[config.mk]
export PLATFORM = sky130hd
export DESIGN_NAME = mem_ctrl_top
export DESIGN_NICKNAME = d
export VERILOG_FILES = /design/src/mc_pkg.sv /design/src/bank_scheduler.sv /design/src/cmd_spacing.sv /design/src/mem_ctrl_top.sv /design/src/refresh_timer.sv /design/src/req_queue.sv
export VERILOG_INCLUDE_DIRS = /design/src
export SDC_FILE = /design/constraint.sdc
export NUM_CORES = 2
export LEC_CHECK = 0
export BUFFER_PORTS_ARGS = -buffer_cell sky130_fd_sc_hd__buf_2
export CORE_MARGIN = 4
export CORE_UTILIZATION = 60
export DETAILED_ROUTE_END_ITERATION = 6
export HOLD_SLACK_MARGIN = 0.03
export PLACE_DENSITY_LB_ADDON = 0.08
export SLEW_MARGIN = 20
export SYNTH_ARGS = -nofsm -noshare
export SYNTH_HDL_FRONTEND = slang
export SYNTH_HIERARCHICAL = 1
export SYNTH_SLANG_ARGS = --single-unit
[constraint.sdc]
create_clock -name clk -period 9 [get_ports clk]
set_input_delay 0.45 -clock clk [delete_from_list [all_inputs] [get_ports clk]]
set_output_delay 0.45 -clock clk [all_outputs]
set_load 0.02 [all_outputs]
[src/mc_cfg.svh]
/*
 * controller configuration macros
 * queue depth, request address field layout,
 * DRAM timing constants in clk cycles and the timer width
 */
`ifndef MC_CFG_SVH
`define MC_CFG_SVH

// request queue
`define MC_QUEUE_DEPTH 8

// request address layout
`define MC_ADDR_W      32
`define MC_COL_LSB     0
`define MC_COL_W       10
`define MC_BG_LSB      10   // bank group sits right above the column
`define MC_BG_W        2
`define MC_BANK_LSB    12
`define MC_BANK_W      2
`define MC_ROW_LSB     14
`define MC_ROW_W       16

// per bank timing
`define MC_T_RCD       4    // act to column command
`define MC_T_RP        4    // pre to act
`define MC_T_RAS       10   // act to pre
`define MC_T_RC        14   // act to act, same bank

// spacing between banks, short = other group, long = same group
`define MC_T_RRD_S     2
`define MC_T_RRD_L     4
`define MC_T_CCD_S     2
`define MC_T_CCD_L     4
`define MC_T_WTR_S     3
`define MC_T_WTR_L     6

// refresh
`define MC_T_REFI      400
`define MC_T_RFC       30

// width of the spacing and bank countdown counters
`define MC_TIMER_W     8

`endif

[src/mc_pkg.sv]
/*
 * shared controller types
 * cpu request opcode, DRAM command encoding and the bank step
 */
package mc_pkg;

	// opcode of a cpu request
	typedef enum logic [1:0] {
		DATA_READ    = 2'd0,
		DATA_WRITE   = 2'd1,
		OPCODE_FETCH = 2'd2
	} cpu_op_t;

	// command on the DRAM command bus
	typedef enum logic [2:0] {
		RD  = 3'd0,   // idle value of the bus
		WR  = 3'd1,
		ACT = 3'd2,
		PRE = 3'd3,
		REF = 3'd4
	} dram_cmd_t;

	// what the bank of the head request needs next
	typedef enum logic [1:0] {
		STEP_IDLE = 2'd0,  // nothing queued
		STEP_PRE  = 2'd1,  // wrong row open
		STEP_ACT  = 2'd2,  // bank closed
		STEP_COL  = 2'd3   // row hit
	} bank_step_t;

endpackage

[src/bank_scheduler.sv]
/*
 * bank status and head request sequencing
 * open flag, open row and tRCD/tRP/tRAS/tRC countdowns for all 16 banks,
 * step choice and PRE/ACT/RD/WR issue for the head of the queue
 */
`timescale 1ns/1ns
`include "mc_cfg.svh"

module bank_scheduler (
	input  logic                  clk,
	input  logic                  rst_n,
	input  logic                  head_valid,
	input  mc_pkg::cpu_op_t       head_op,
	input  logic [`MC_ADDR_W-1:0] head_addr,
	output logic                  pop,          // head request completes
	input  logic                  refresh_busy, // tRFC window
	input  logic                  ref_issue,    // REF pulse
	input  logic                  act_ok,
	input  logic                  rd_ok,
	input  logic                  wr_ok,
	output logic [`MC_BG_W-1:0]   want_bg,
	output logic                  cmd_valid,
	output mc_pkg::dram_cmd_t     cmd_op,
	output logic [`MC_BG_W-1:0]   cmd_bg,
	output logic [`MC_BANK_W-1:0] cmd_bank,
	output logic [`MC_ROW_W-1:0]  cmd_row,
	output logic [`MC_COL_W-1:0]  cmd_col
);

	localparam int IDX_W = `MC_BG_W + `MC_BANK_W;
	localparam int NB    = 1 << IDX_W;   // 16 banks

	// countdown load values, zero means the rule is met
	localparam logic [`MC_TIMER_W-1:0] RCD_LD = `MC_TIMER_W'(`MC_T_RCD - 1);
	localparam logic [`MC_TIMER_W-1:0] RP_LD  = `MC_TIMER_W'(`MC_T_RP - 1);
	localparam logic [`MC_TIMER_W-1:0] RAS_LD = `MC_TIMER_W'(`MC_T_RAS - 1);
	localparam logic [`MC_TIMER_W-1:0] RC_LD  = `MC_TIMER_W'(`MC_T_RC - 1);

	logic [`MC_BG_W-1:0]    hd_bg;
	logic [`MC_BANK_W-1:0]  hd_bank;
	logic [`MC_ROW_W-1:0]   hd_row;
	logic [`MC_COL_W-1:0]   hd_col;
	logic [IDX_W-1:0]       cur_idx;     // flat bank index of the head

	logic                   bank_open [NB];
	logic [`MC_ROW_W-1:0]   open_row  [NB];
	logic [`MC_TIMER_W-1:0] rcd_cnt   [NB];
	logic [`MC_TIMER_W-1:0] rp_cnt    [NB];
	logic [`MC_TIMER_W-1:0] ras_cnt   [NB];
	logic [`MC_TIMER_W-1:0] rc_cnt    [NB];

	mc_pkg::bank_step_t     step;
	mc_pkg::dram_cmd_t      iss_op;
	logic                   is_write;
	logic                   step_ok;
	logic                   issue;
	logic                   act_fire;
	logic                   pre_fire;

	// address split
	assign hd_bg   = head_addr[`MC_BG_LSB   +: `MC_BG_W];
	assign hd_bank = head_addr[`MC_BANK_LSB +: `MC_BANK_W];
	assign hd_row  = head_addr[`MC_ROW_LSB  +: `MC_ROW_W];
	assign hd_col  = head_addr[`MC_COL_LSB  +: `MC_COL_W];
	assign cur_idx = {hd_bg, hd_bank};

	assign is_write = (head_op == mc_pkg::DATA_WRITE); // reads and fetches -> RD

	// what the head bank needs next
	always_comb begin
		if (!head_valid)
			step = mc_pkg::STEP_IDLE;
		else if (!bank_open[cur_idx])
			step = mc_pkg::STEP_ACT;
		else if (open_row[cur_idx] == hd_row)
			step = mc_pkg::STEP_COL;  // row hit
		else
			step = mc_pkg::STEP_PRE;  // row conflict
	end

	// readiness of that step against bank and global timing
	always_comb begin
		iss_op  = mc_pkg::RD;
		step_ok = 1'b0;
		case (step)
			mc_pkg::STEP_PRE: begin
				iss_op  = mc_pkg::PRE;
				step_ok = (ras_cnt[cur_idx] == '0);
			end
			mc_pkg::STEP_ACT: begin
				iss_op  = mc_pkg::ACT;
				step_ok = (rp_cnt[cur_idx] == '0) && (rc_cnt[cur_idx] == '0) && act_ok;
			end
			mc_pkg::STEP_COL: begin
				iss_op  = is_write ? mc_pkg::WR : mc_pkg::RD;
				step_ok = (rcd_cnt[cur_idx] == '0) && (is_write ? wr_ok : rd_ok);
			end
			default: ;   // idle
		endcase
	end

	assign issue    = step_ok && !refresh_busy;     // nothing inside tRFC
	assign act_fire = issue && (iss_op == mc_pkg::ACT);
	assign pre_fire = issue && (iss_op == mc_pkg::PRE);
	assign pop      = issue && (step == mc_pkg::STEP_COL);
	assign want_bg  = hd_bg;

	// command bus, REF comes straight from the refresh timer
	assign cmd_valid = issue || ref_issue;
	assign cmd_op    = ref_issue ? mc_pkg::REF : iss_op;
	assign cmd_bg    = hd_bg;
	assign cmd_bank  = hd_bank;
	assign cmd_row   = hd_row;
	assign cmd_col   = hd_col;

	always_ff @(posedge clk or negedge rst_n) begin
		if (!rst_n) begin
			for (int i = 0; i < NB; i++) begin
				bank_open[i] <= 1'b0;
				rcd_cnt[i]   <= '0;
				rp_cnt[i]    <= '0;
				ras_cnt[i]   <= '0;
				rc_cnt[i]    <= '0;
			end
		end else begin
			for (int i = 0; i < NB; i++) begin
				if (rcd_cnt[i] != '0)
					rcd_cnt[i] <= rcd_cnt[i] - 1'b1;
				if (rp_cnt[i] != '0)
					rp_cnt[i] <= rp_cnt[i] - 1'b1;
				if (ras_cnt[i] != '0)
					ras_cnt[i] <= ras_cnt[i] - 1'b1;
				if (rc_cnt[i] != '0)
					rc_cnt[i] <= rc_cnt[i] - 1'b1;
				if (ref_issue)
					bank_open[i] <= 1'b0;   // refresh leaves all banks closed
			end
			if (act_fire) begin
				bank_open[cur_idx] <= 1'b1;
				rcd_cnt[cur_idx]   <= RCD_LD;
				ras_cnt[cur_idx]   <= RAS_LD;
				rc_cnt[cur_idx]    <= RC_LD;
			end
			if (pre_fire) begin
				bank_open[cur_idx] <= 1'b0;
				rp_cnt[cur_idx]    <= RP_LD;
			end
		end
	end

	// row latched by ACT, valid while the bank is open
	always_ff @(posedge clk) begin
		if (act_fire)
			open_row[cur_idx] <= hd_row;
	end

	// no ACT to the same bank in the tRAS-1 cycles before a PRE
	for (genvar k = 1; k < `MC_T_RAS; k++) begin : g_ras_chk
		a_pre_ras: assert property (@(posedge clk) disable iff (!rst_n)
			pre_fire |-> !($past(act_fire, k) && ($past(cur_idx, k) == cur_idx)))
			else $error("PRE before tRAS");
	end

endmodule

[src/cmd_spacing.sv]
/*
 * global command spacing
 * up-counters since the last ACT and the last column command,
 * tRRD, tCCD and tWTR checks for the bank group asked about
 */
`timescale 1ns/1ns
`include "mc_cfg.svh"

module cmd_spacing (
	input  logic                clk,
	input  logic                rst_n,
	input  logic                issue_valid,  // command going out this cycle
	input  mc_pkg::dram_cmd_t   issue_op,
	input  logic [`MC_BG_W-1:0] issue_bg,
	input  logic [`MC_BG_W-1:0] want_bg,      // group of the pending command
	output logic                act_ok,
	output logic                rd_ok,
	output logic                wr_ok
);

	localparam logic [`MC_TIMER_W-1:0] RRD_S = `MC_TIMER_W'(`MC_T_RRD_S);
	localparam logic [`MC_TIMER_W-1:0] RRD_L = `MC_TIMER_W'(`MC_T_RRD_L);
	localparam logic [`MC_TIMER_W-1:0] CCD_S = `MC_TIMER_W'(`MC_T_CCD_S);
	localparam logic [`MC_TIMER_W-1:0] CCD_L = `MC_TIMER_W'(`MC_T_CCD_L);
	localparam logic [`MC_TIMER_W-1:0] WTR_S = `MC_TIMER_W'(`MC_T_WTR_S);
	localparam logic [`MC_TIMER_W-1:0] WTR_L = `MC_TIMER_W'(`MC_T_WTR_L);

	logic [`MC_TIMER_W-1:0] act_cnt;   // cycles since last ACT
	logic [`MC_TIMER_W-1:0] col_cnt;   // cycles since last RD/WR
	logic [`MC_BG_W-1:0]    act_bg;
	logic [`MC_BG_W-1:0]    col_bg;
	logic                   col_wr;    // last column command was a write
	logic                   same_act_bg;
	logic                   same_col_bg;
	logic                   ccd_ok;
	logic                   wtr_ok;

	assign same_act_bg = (want_bg == act_bg);
	assign same_col_bg = (want_bg == col_bg);

	assign act_ok = act_cnt >= (same_act_bg ? RRD_L : RRD_S);
	assign ccd_ok = col_cnt >= (same_col_bg ? CCD_L : CCD_S);
	assign wtr_ok = !col_wr || (col_cnt >= (same_col_bg ? WTR_L : WTR_S)); // only after a write

	assign wr_ok = ccd_ok;
	assign rd_ok = ccd_ok && wtr_ok;

	always_ff @(posedge clk or negedge rst_n) begin
		if (!rst_n) begin
			act_cnt <= '1;    // saturated, first command may go at once
			col_cnt <= '1;
			act_bg  <= '0;
			col_bg  <= '0;
			col_wr  <= 1'b0;
		end else begin
			if (act_cnt != '1)
				act_cnt <= act_cnt + 1'b1;
			if (col_cnt != '1)
				col_cnt <= col_cnt + 1'b1;

			// restart on issue, value k means k cycles since the command
			if (issue_valid) begin
				case (issue_op)
					mc_pkg::ACT: begin
						act_cnt <= `MC_TIMER_W'(1);
						act_bg  <= issue_bg;
					end
					mc_pkg::RD, mc_pkg::WR: begin
						col_cnt <= `MC_TIMER_W'(1);
						col_bg  <= issue_bg;
						col_wr  <= (issue_op == mc_pkg::WR);
					end
					default: ;        // PRE and REF do not count here
				endcase
			end
		end
	end

	// the scheduler never activates ahead of the tRRD window
	a_act_spaced: assert property (@(posedge clk) disable iff (!rst_n)
		(issue_valid && issue_op == mc_pkg::ACT) |-> (want_bg == issue_bg) && act_ok)
		else $error("ACT issued inside tRRD");

endmodule

[src/mem_ctrl_top.sv]
/*
 * memory controller command side, top level
 * request queue, bank scheduler, command spacing and refresh timer
 */
`timescale 1ns/1ns
`include "mc_cfg.svh"

module mem_ctrl_top (
	input  logic                  clk,
	input  logic                  rst_n,
	input  logic                  req_valid,
	input  mc_pkg::cpu_op_t       req_op,
	input  logic [`MC_ADDR_W-1:0] req_addr,
	output logic                  queue_full,
	output logic                  cmd_valid,
	output mc_pkg::dram_cmd_t     cmd_op,
	output logic [`MC_BG_W-1:0]   cmd_bg,
	output logic [`MC_BANK_W-1:0] cmd_bank,
	output logic [`MC_ROW_W-1:0]  cmd_row,
	output logic [`MC_COL_W-1:0]  cmd_col
);

	// queue head
	logic                  head_valid;
	mc_pkg::cpu_op_t       head_op;
	logic [`MC_ADDR_W-1:0] head_addr;
	logic                  pop;
	// refresh
	logic                  ref_issue;
	logic                  refresh_busy;
	// spacing handshake
	logic [`MC_BG_W-1:0]   want_bg;
	logic                  act_ok;
	logic                  rd_ok;
	logic                  wr_ok;

	req_queue req_queue_i (
		.clk, .rst_n, .req_valid, .req_op, .req_addr, .pop,
		.head_valid, .head_op, .head_addr, .queue_full
	);

	// the issued command is the command bus itself
	cmd_spacing cmd_spacing_i (
		.clk, .rst_n,
		.issue_valid (cmd_valid),
		.issue_op    (cmd_op),
		.issue_bg    (cmd_bg),
		.want_bg, .act_ok, .rd_ok, .wr_ok
	);

	bank_scheduler bank_scheduler_i (
		.clk, .rst_n, .head_valid, .head_op, .head_addr, .pop,
		.refresh_busy, .ref_issue, .act_ok, .rd_ok, .wr_ok, .want_bg,
		.cmd_valid, .cmd_op, .cmd_bg, .cmd_bank, .cmd_row, .cmd_col
	);

	refresh_timer refresh_timer_i (
		.clk, .rst_n, .ref_issue, .refresh_busy
	);

endmodule

[src/refresh_timer.sv]
/*
 * refresh timer
 * tREFI interval count, REF pulse and the tRFC busy window
 */
`timescale 1ns/1ns
`include "mc_cfg.svh"

module refresh_timer (
	input  logic clk,
	input  logic rst_n,
	output logic ref_issue,     // one cycle, REF on the bus
	output logic refresh_busy   // high for tRFC cycles from REF
);

	localparam int REF_W = $clog2(`MC_T_REFI);
	localparam logic [REF_W-1:0] REFI_LD = REF_W'(`MC_T_REFI - 1);
	localparam logic [REF_W-1:0] RFC_LD  = REF_W'(`MC_T_RFC - 1);

	logic [REF_W-1:0] ref_cnt;   // shared by the interval and the window

	always_ff @(posedge clk or negedge rst_n) begin
		if (!rst_n) begin
			ref_cnt      <= REFI_LD;
			ref_issue    <= 1'b0;
			refresh_busy <= 1'b0;
		end else begin
			ref_issue <= 1'b0;
			if (!refresh_busy) begin
				if (ref_cnt == '0) begin
					ref_issue    <= 1'b1;     // interval done, refresh now
					refresh_busy <= 1'b1;
					ref_cnt      <= RFC_LD;
				end else begin
					ref_cnt <= ref_cnt - 1'b1;
				end
			end else begin
				if (ref_cnt == '0) begin
					refresh_busy <= 1'b0;     // tRFC over, next interval starts
					ref_cnt      <= REFI_LD;
				end else begin
					ref_cnt <= ref_cnt - 1'b1;
				end
			end
		end
	end

	// busy window spans exactly tRFC cycles starting with the REF cycle
	a_rfc_window: assert property (@(posedge clk) disable iff (!rst_n)
		ref_issue |-> ##(`MC_T_RFC - 1) refresh_busy ##1 !refresh_busy)
		else $error("tRFC window has the wrong length");

endmodule

[src/req_queue.sv]
/*
 * in-order request queue
 * circular buffer with push/pop in the same cycle, count based full flag
 */
`timescale 1ns/1ns
`include "mc_cfg.svh"

module req_queue (
	input  logic                  clk,
	input  logic                  rst_n,
	input  logic                  req_valid,   // single cycle request strobe
	input  mc_pkg::cpu_op_t       req_op,
	input  logic [`MC_ADDR_W-1:0] req_addr,
	input  logic                  pop,         // head done, from scheduler
	output logic                  head_valid,
	output mc_pkg::cpu_op_t       head_op,
	output logic [`MC_ADDR_W-1:0] head_addr,
	output logic                  queue_full
);

	localparam int PTR_W = $clog2(`MC_QUEUE_DEPTH);
	localparam int CNT_W = $clog2(`MC_QUEUE_DEPTH + 1);
	localparam logic [PTR_W-1:0] LAST_PTR = PTR_W'(`MC_QUEUE_DEPTH - 1);
	localparam logic [CNT_W-1:0] DEPTH = CNT_W'(`MC_QUEUE_DEPTH);

	mc_pkg::cpu_op_t       op_mem   [`MC_QUEUE_DEPTH];
	logic [`MC_ADDR_W-1:0] addr_mem [`MC_QUEUE_DEPTH];
	logic [PTR_W-1:0]      wr_ptr;
	logic [PTR_W-1:0]      rd_ptr;
	logic [CNT_W-1:0]      count;
	logic                  do_push;
	logic                  do_pop;

	assign head_valid = (count != '0);
	assign queue_full = (count == DEPTH);
	assign do_push    = req_valid && !queue_full; // a strobe on full is dropped
	assign do_pop     = pop && head_valid;
	assign head_op    = op_mem[rd_ptr];
	assign head_addr  = addr_mem[rd_ptr];

	// entry storage
	always_ff @(posedge clk) begin
		if (do_push) begin
			op_mem[wr_ptr]   <= req_op;
			addr_mem[wr_ptr] <= req_addr;
		end
	end

	always_ff @(posedge clk or negedge rst_n) begin
		if (!rst_n) begin
			wr_ptr <= '0;
			rd_ptr <= '0;
			count  <= '0;
		end else begin
			if (do_push)
				wr_ptr <= (wr_ptr == LAST_PTR) ? '0 : wr_ptr + 1'b1; // wrap
			if (do_pop)
				rd_ptr <= (rd_ptr == LAST_PTR) ? '0 : rd_ptr + 1'b1;
			case ({do_push, do_pop})
				2'b10:   count <= count + 1'b1;
				2'b01:   count <= count - 1'b1;
				default: count <= count;        // both or neither
			endcase
		end
	end

	// producer must honour queue_full
	a_no_push_full: assert property (@(posedge clk) disable iff (!rst_n)
		req_valid |-> !queue_full)
		else $error("request strobe while queue full");

	// scheduler only completes a request that is queued
	a_no_pop_empty: assert property (@(posedge clk) disable iff (!rst_n)
		pop |-> head_valid)
		else $error("pop on empty queue");

endmodule

==> run metrics <==
RSZ-0062 raised after global routing=no; die area=0.0916 mm^2; critical path arrival=between 9 and 10 ns; Syn Nets=about 4600; largest net degree at the start of global routing=178; pre-CTS setup slack=0.636 ns; die height=around 300 um; Worst slew margin=0.254; Avg Inst Size Synth=between 10 and 15 um^2; Worst-Skew Late Latency=0.72 ns; most frequent CP cell=ha_1; Max Transition Viols Final=0; H-tree levels=3; fillers=6450; vias in the first global route=33400; via count=33500; PwrDens=between 300 and 400 mW/mm^2; IO Count=a little over 70; Post-route DRC=0; Startpoint Class=register; layout cells sized above 1=0.105; Port Buf Inserts=69; Final WS setup=0.577 ns; DR pass1 iterations=7; total global-route track usage=0.250; DRT iter0 DRCs=approximately 2600; status=completed; Tcrit/Tclk final=0.936; required time of the critical path=between 9 and 10 ns; Hold Violations, Final=0; clock sink total=1082; routed length per instance=~20 um; placed cells=5445; multi-input logic area=0.0207 mm^2; Tmin final=8.42 ns; classification of the worst-slack hold path=in -> reg; CTS clk-pin slew, worst paths=~0.06 ns; # resized after CTS=0; nets=roughly 4600; Hold Buf Count CTS=33; setup tns final=0 ns; final hold slack=0.246 ns; CTS Buf Count=112; mean number of vias per cell=approximately 6; GRT Residual Overflow=0; Max FO, Critical Path=21; CTS root buf=clkbuf_16; clk_skew=about 0.065 ns; endpoints failing setup=0; WS Path Type=reg -> reg; CP bufs+invs=2; Post-CTS Setup Repair Bufs=0; CTS tree=built; Core Region=0.0857 mm^2; critical path capture point type=register; Crit path max-delay family=simple AND/OR/NAND/NOR gates; hpwl dp=between 60 and 70 mm; routed wire length=113 mm; Max Cap Viol=0; synth warn=6; final non-filler cell total=5687; Clock Path Buffers=3; Routed Antenna Nets=0; final core occ=0.669; routability congestion estimate=around 0.8; first-pass GRT wire length=183 mm; Leak Pwr=23.4 nW; synthesized cell area=roughly 0.052 mm^2; Seq. cell area=slightly below 0.03 mm^2; Post-Synthesis Cells=4382; crit-path max cell delay=~0.68 ns; Max IR drop VDD=0.272 mV; initial antenna violation count=1; area grow syn2layout=9.97%; row count=107; Die Wd=303 um; fmax=119 MHz; Worst path slowest cell=or4b_2; Worst-Margin Slew=1.11 ns; initial core utilization=0.608
## worst register-to-register path, delay by kind of cell, from the launching register on
kind                     cells  cell delay, ns
multiplexers                 2            1.00
AND/OR/NAND/NOR              9            3.49
AO/OA/AOI/OAI               10            1.93
adder cells (fa/ha/maj)      3            0.90
flip-flops                   1            0.64
buffers and inverters        2            0.36
## layout make-up
type / instances / area share
Antenna cell: 1 / 0.0000437
Timing Repair Buffer: 165 / 0.0219
Clock buffer: 157 / 0.0536
Clock inverter: 50 / 0.00959
Sequential cell: 1082 / 0.518
Tap cell: 1144 / 0.0250
Inverter: 170 / 0.0111
Multi-Input combinational cell: 2918 / 0.361
## flip-flops by register name (all words and copies together), names as in the netlist, 4 cells and up
signal,flops
bank_scheduler_i/ras_cnt,128
cmd_spacing_i/col_cnt,8
bank_scheduler_i/bank_open,16
req_queue_i/op_mem,16
refresh_timer_i/ref_cnt,9
req_queue_i/count,4
bank_scheduler_i/open_row,256
cmd_spacing_i/act_cnt,8
bank_scheduler_i/rcd_cnt,128
req_queue_i/addr_mem,240
bank_scheduler_i/rc_cnt,128
bank_scheduler_i/rp_cnt,128
## per-stage QoR
stage	total power, mW	cell area (um^2)
final	20.5	57300
after global routing	22.1	57300
after CTS	20.7	57300
after detailed placement	16.0	53300
after global placement	15.8	53300
after floorplan	14.1	52100
## power breakdown
part,switching (mW),internal (mW)
logic,4.62,3.12
registers,1.35,6.91
clock network,1.98,2.57
total,7.95,12.6
## cells in the final DEF, fill, tap and decap left out, drive strengths merged, types with 132 or more instances in the layout
cell type / n
a21oi: 364
inv: 172
xor2: 196
nor2: 232
nand2: 556
o21ai: 206
nor3: 160
xnor2: 210
edfxtp: 512
clkbuf: 157
buf: 132
dfrtp: 548
ha: 147
## path summary, 6_finish.rpt
path / start / endpoint / slack [ns] / depth (start not counted)
setup reg to reg: req_queue_i/rd_ptr[0] / req_queue_i/count[3] / 0.58 / 26
hold / removal: req_valid / req_queue_i/wr_ptr[0] / 0.25 / 3
min in group asynchronous: rst_n / bank_scheduler_i/rp_cnt[21] / 0.40 / 2
max in group asynchronous: rst_n / req_queue_i/rd_ptr[0] / 7.09 / 3
hold reg to reg: refresh_timer_i/ref_cnt[0] / refresh_timer_i/ref_cnt[0] / 0.46 / 1
setup / recovery: req_queue_i/rd_ptr[0] / req_queue_i/count[3] / 0.58 / 26
## per-layer routing
layer  global-route usage  wire (um)  part of all wire  vias to the layer above
li1                     -          -                 -                    16000
met1                0.359      51100              0.45                    16700
met2                0.410      53900              0.48                      720
met3               0.0378       5230             0.047                      161
met4               0.0584       2370             0.021                        0
met5                    0          0                 0                        -
No activity file was read; power rests on OpenSTA's default activity.
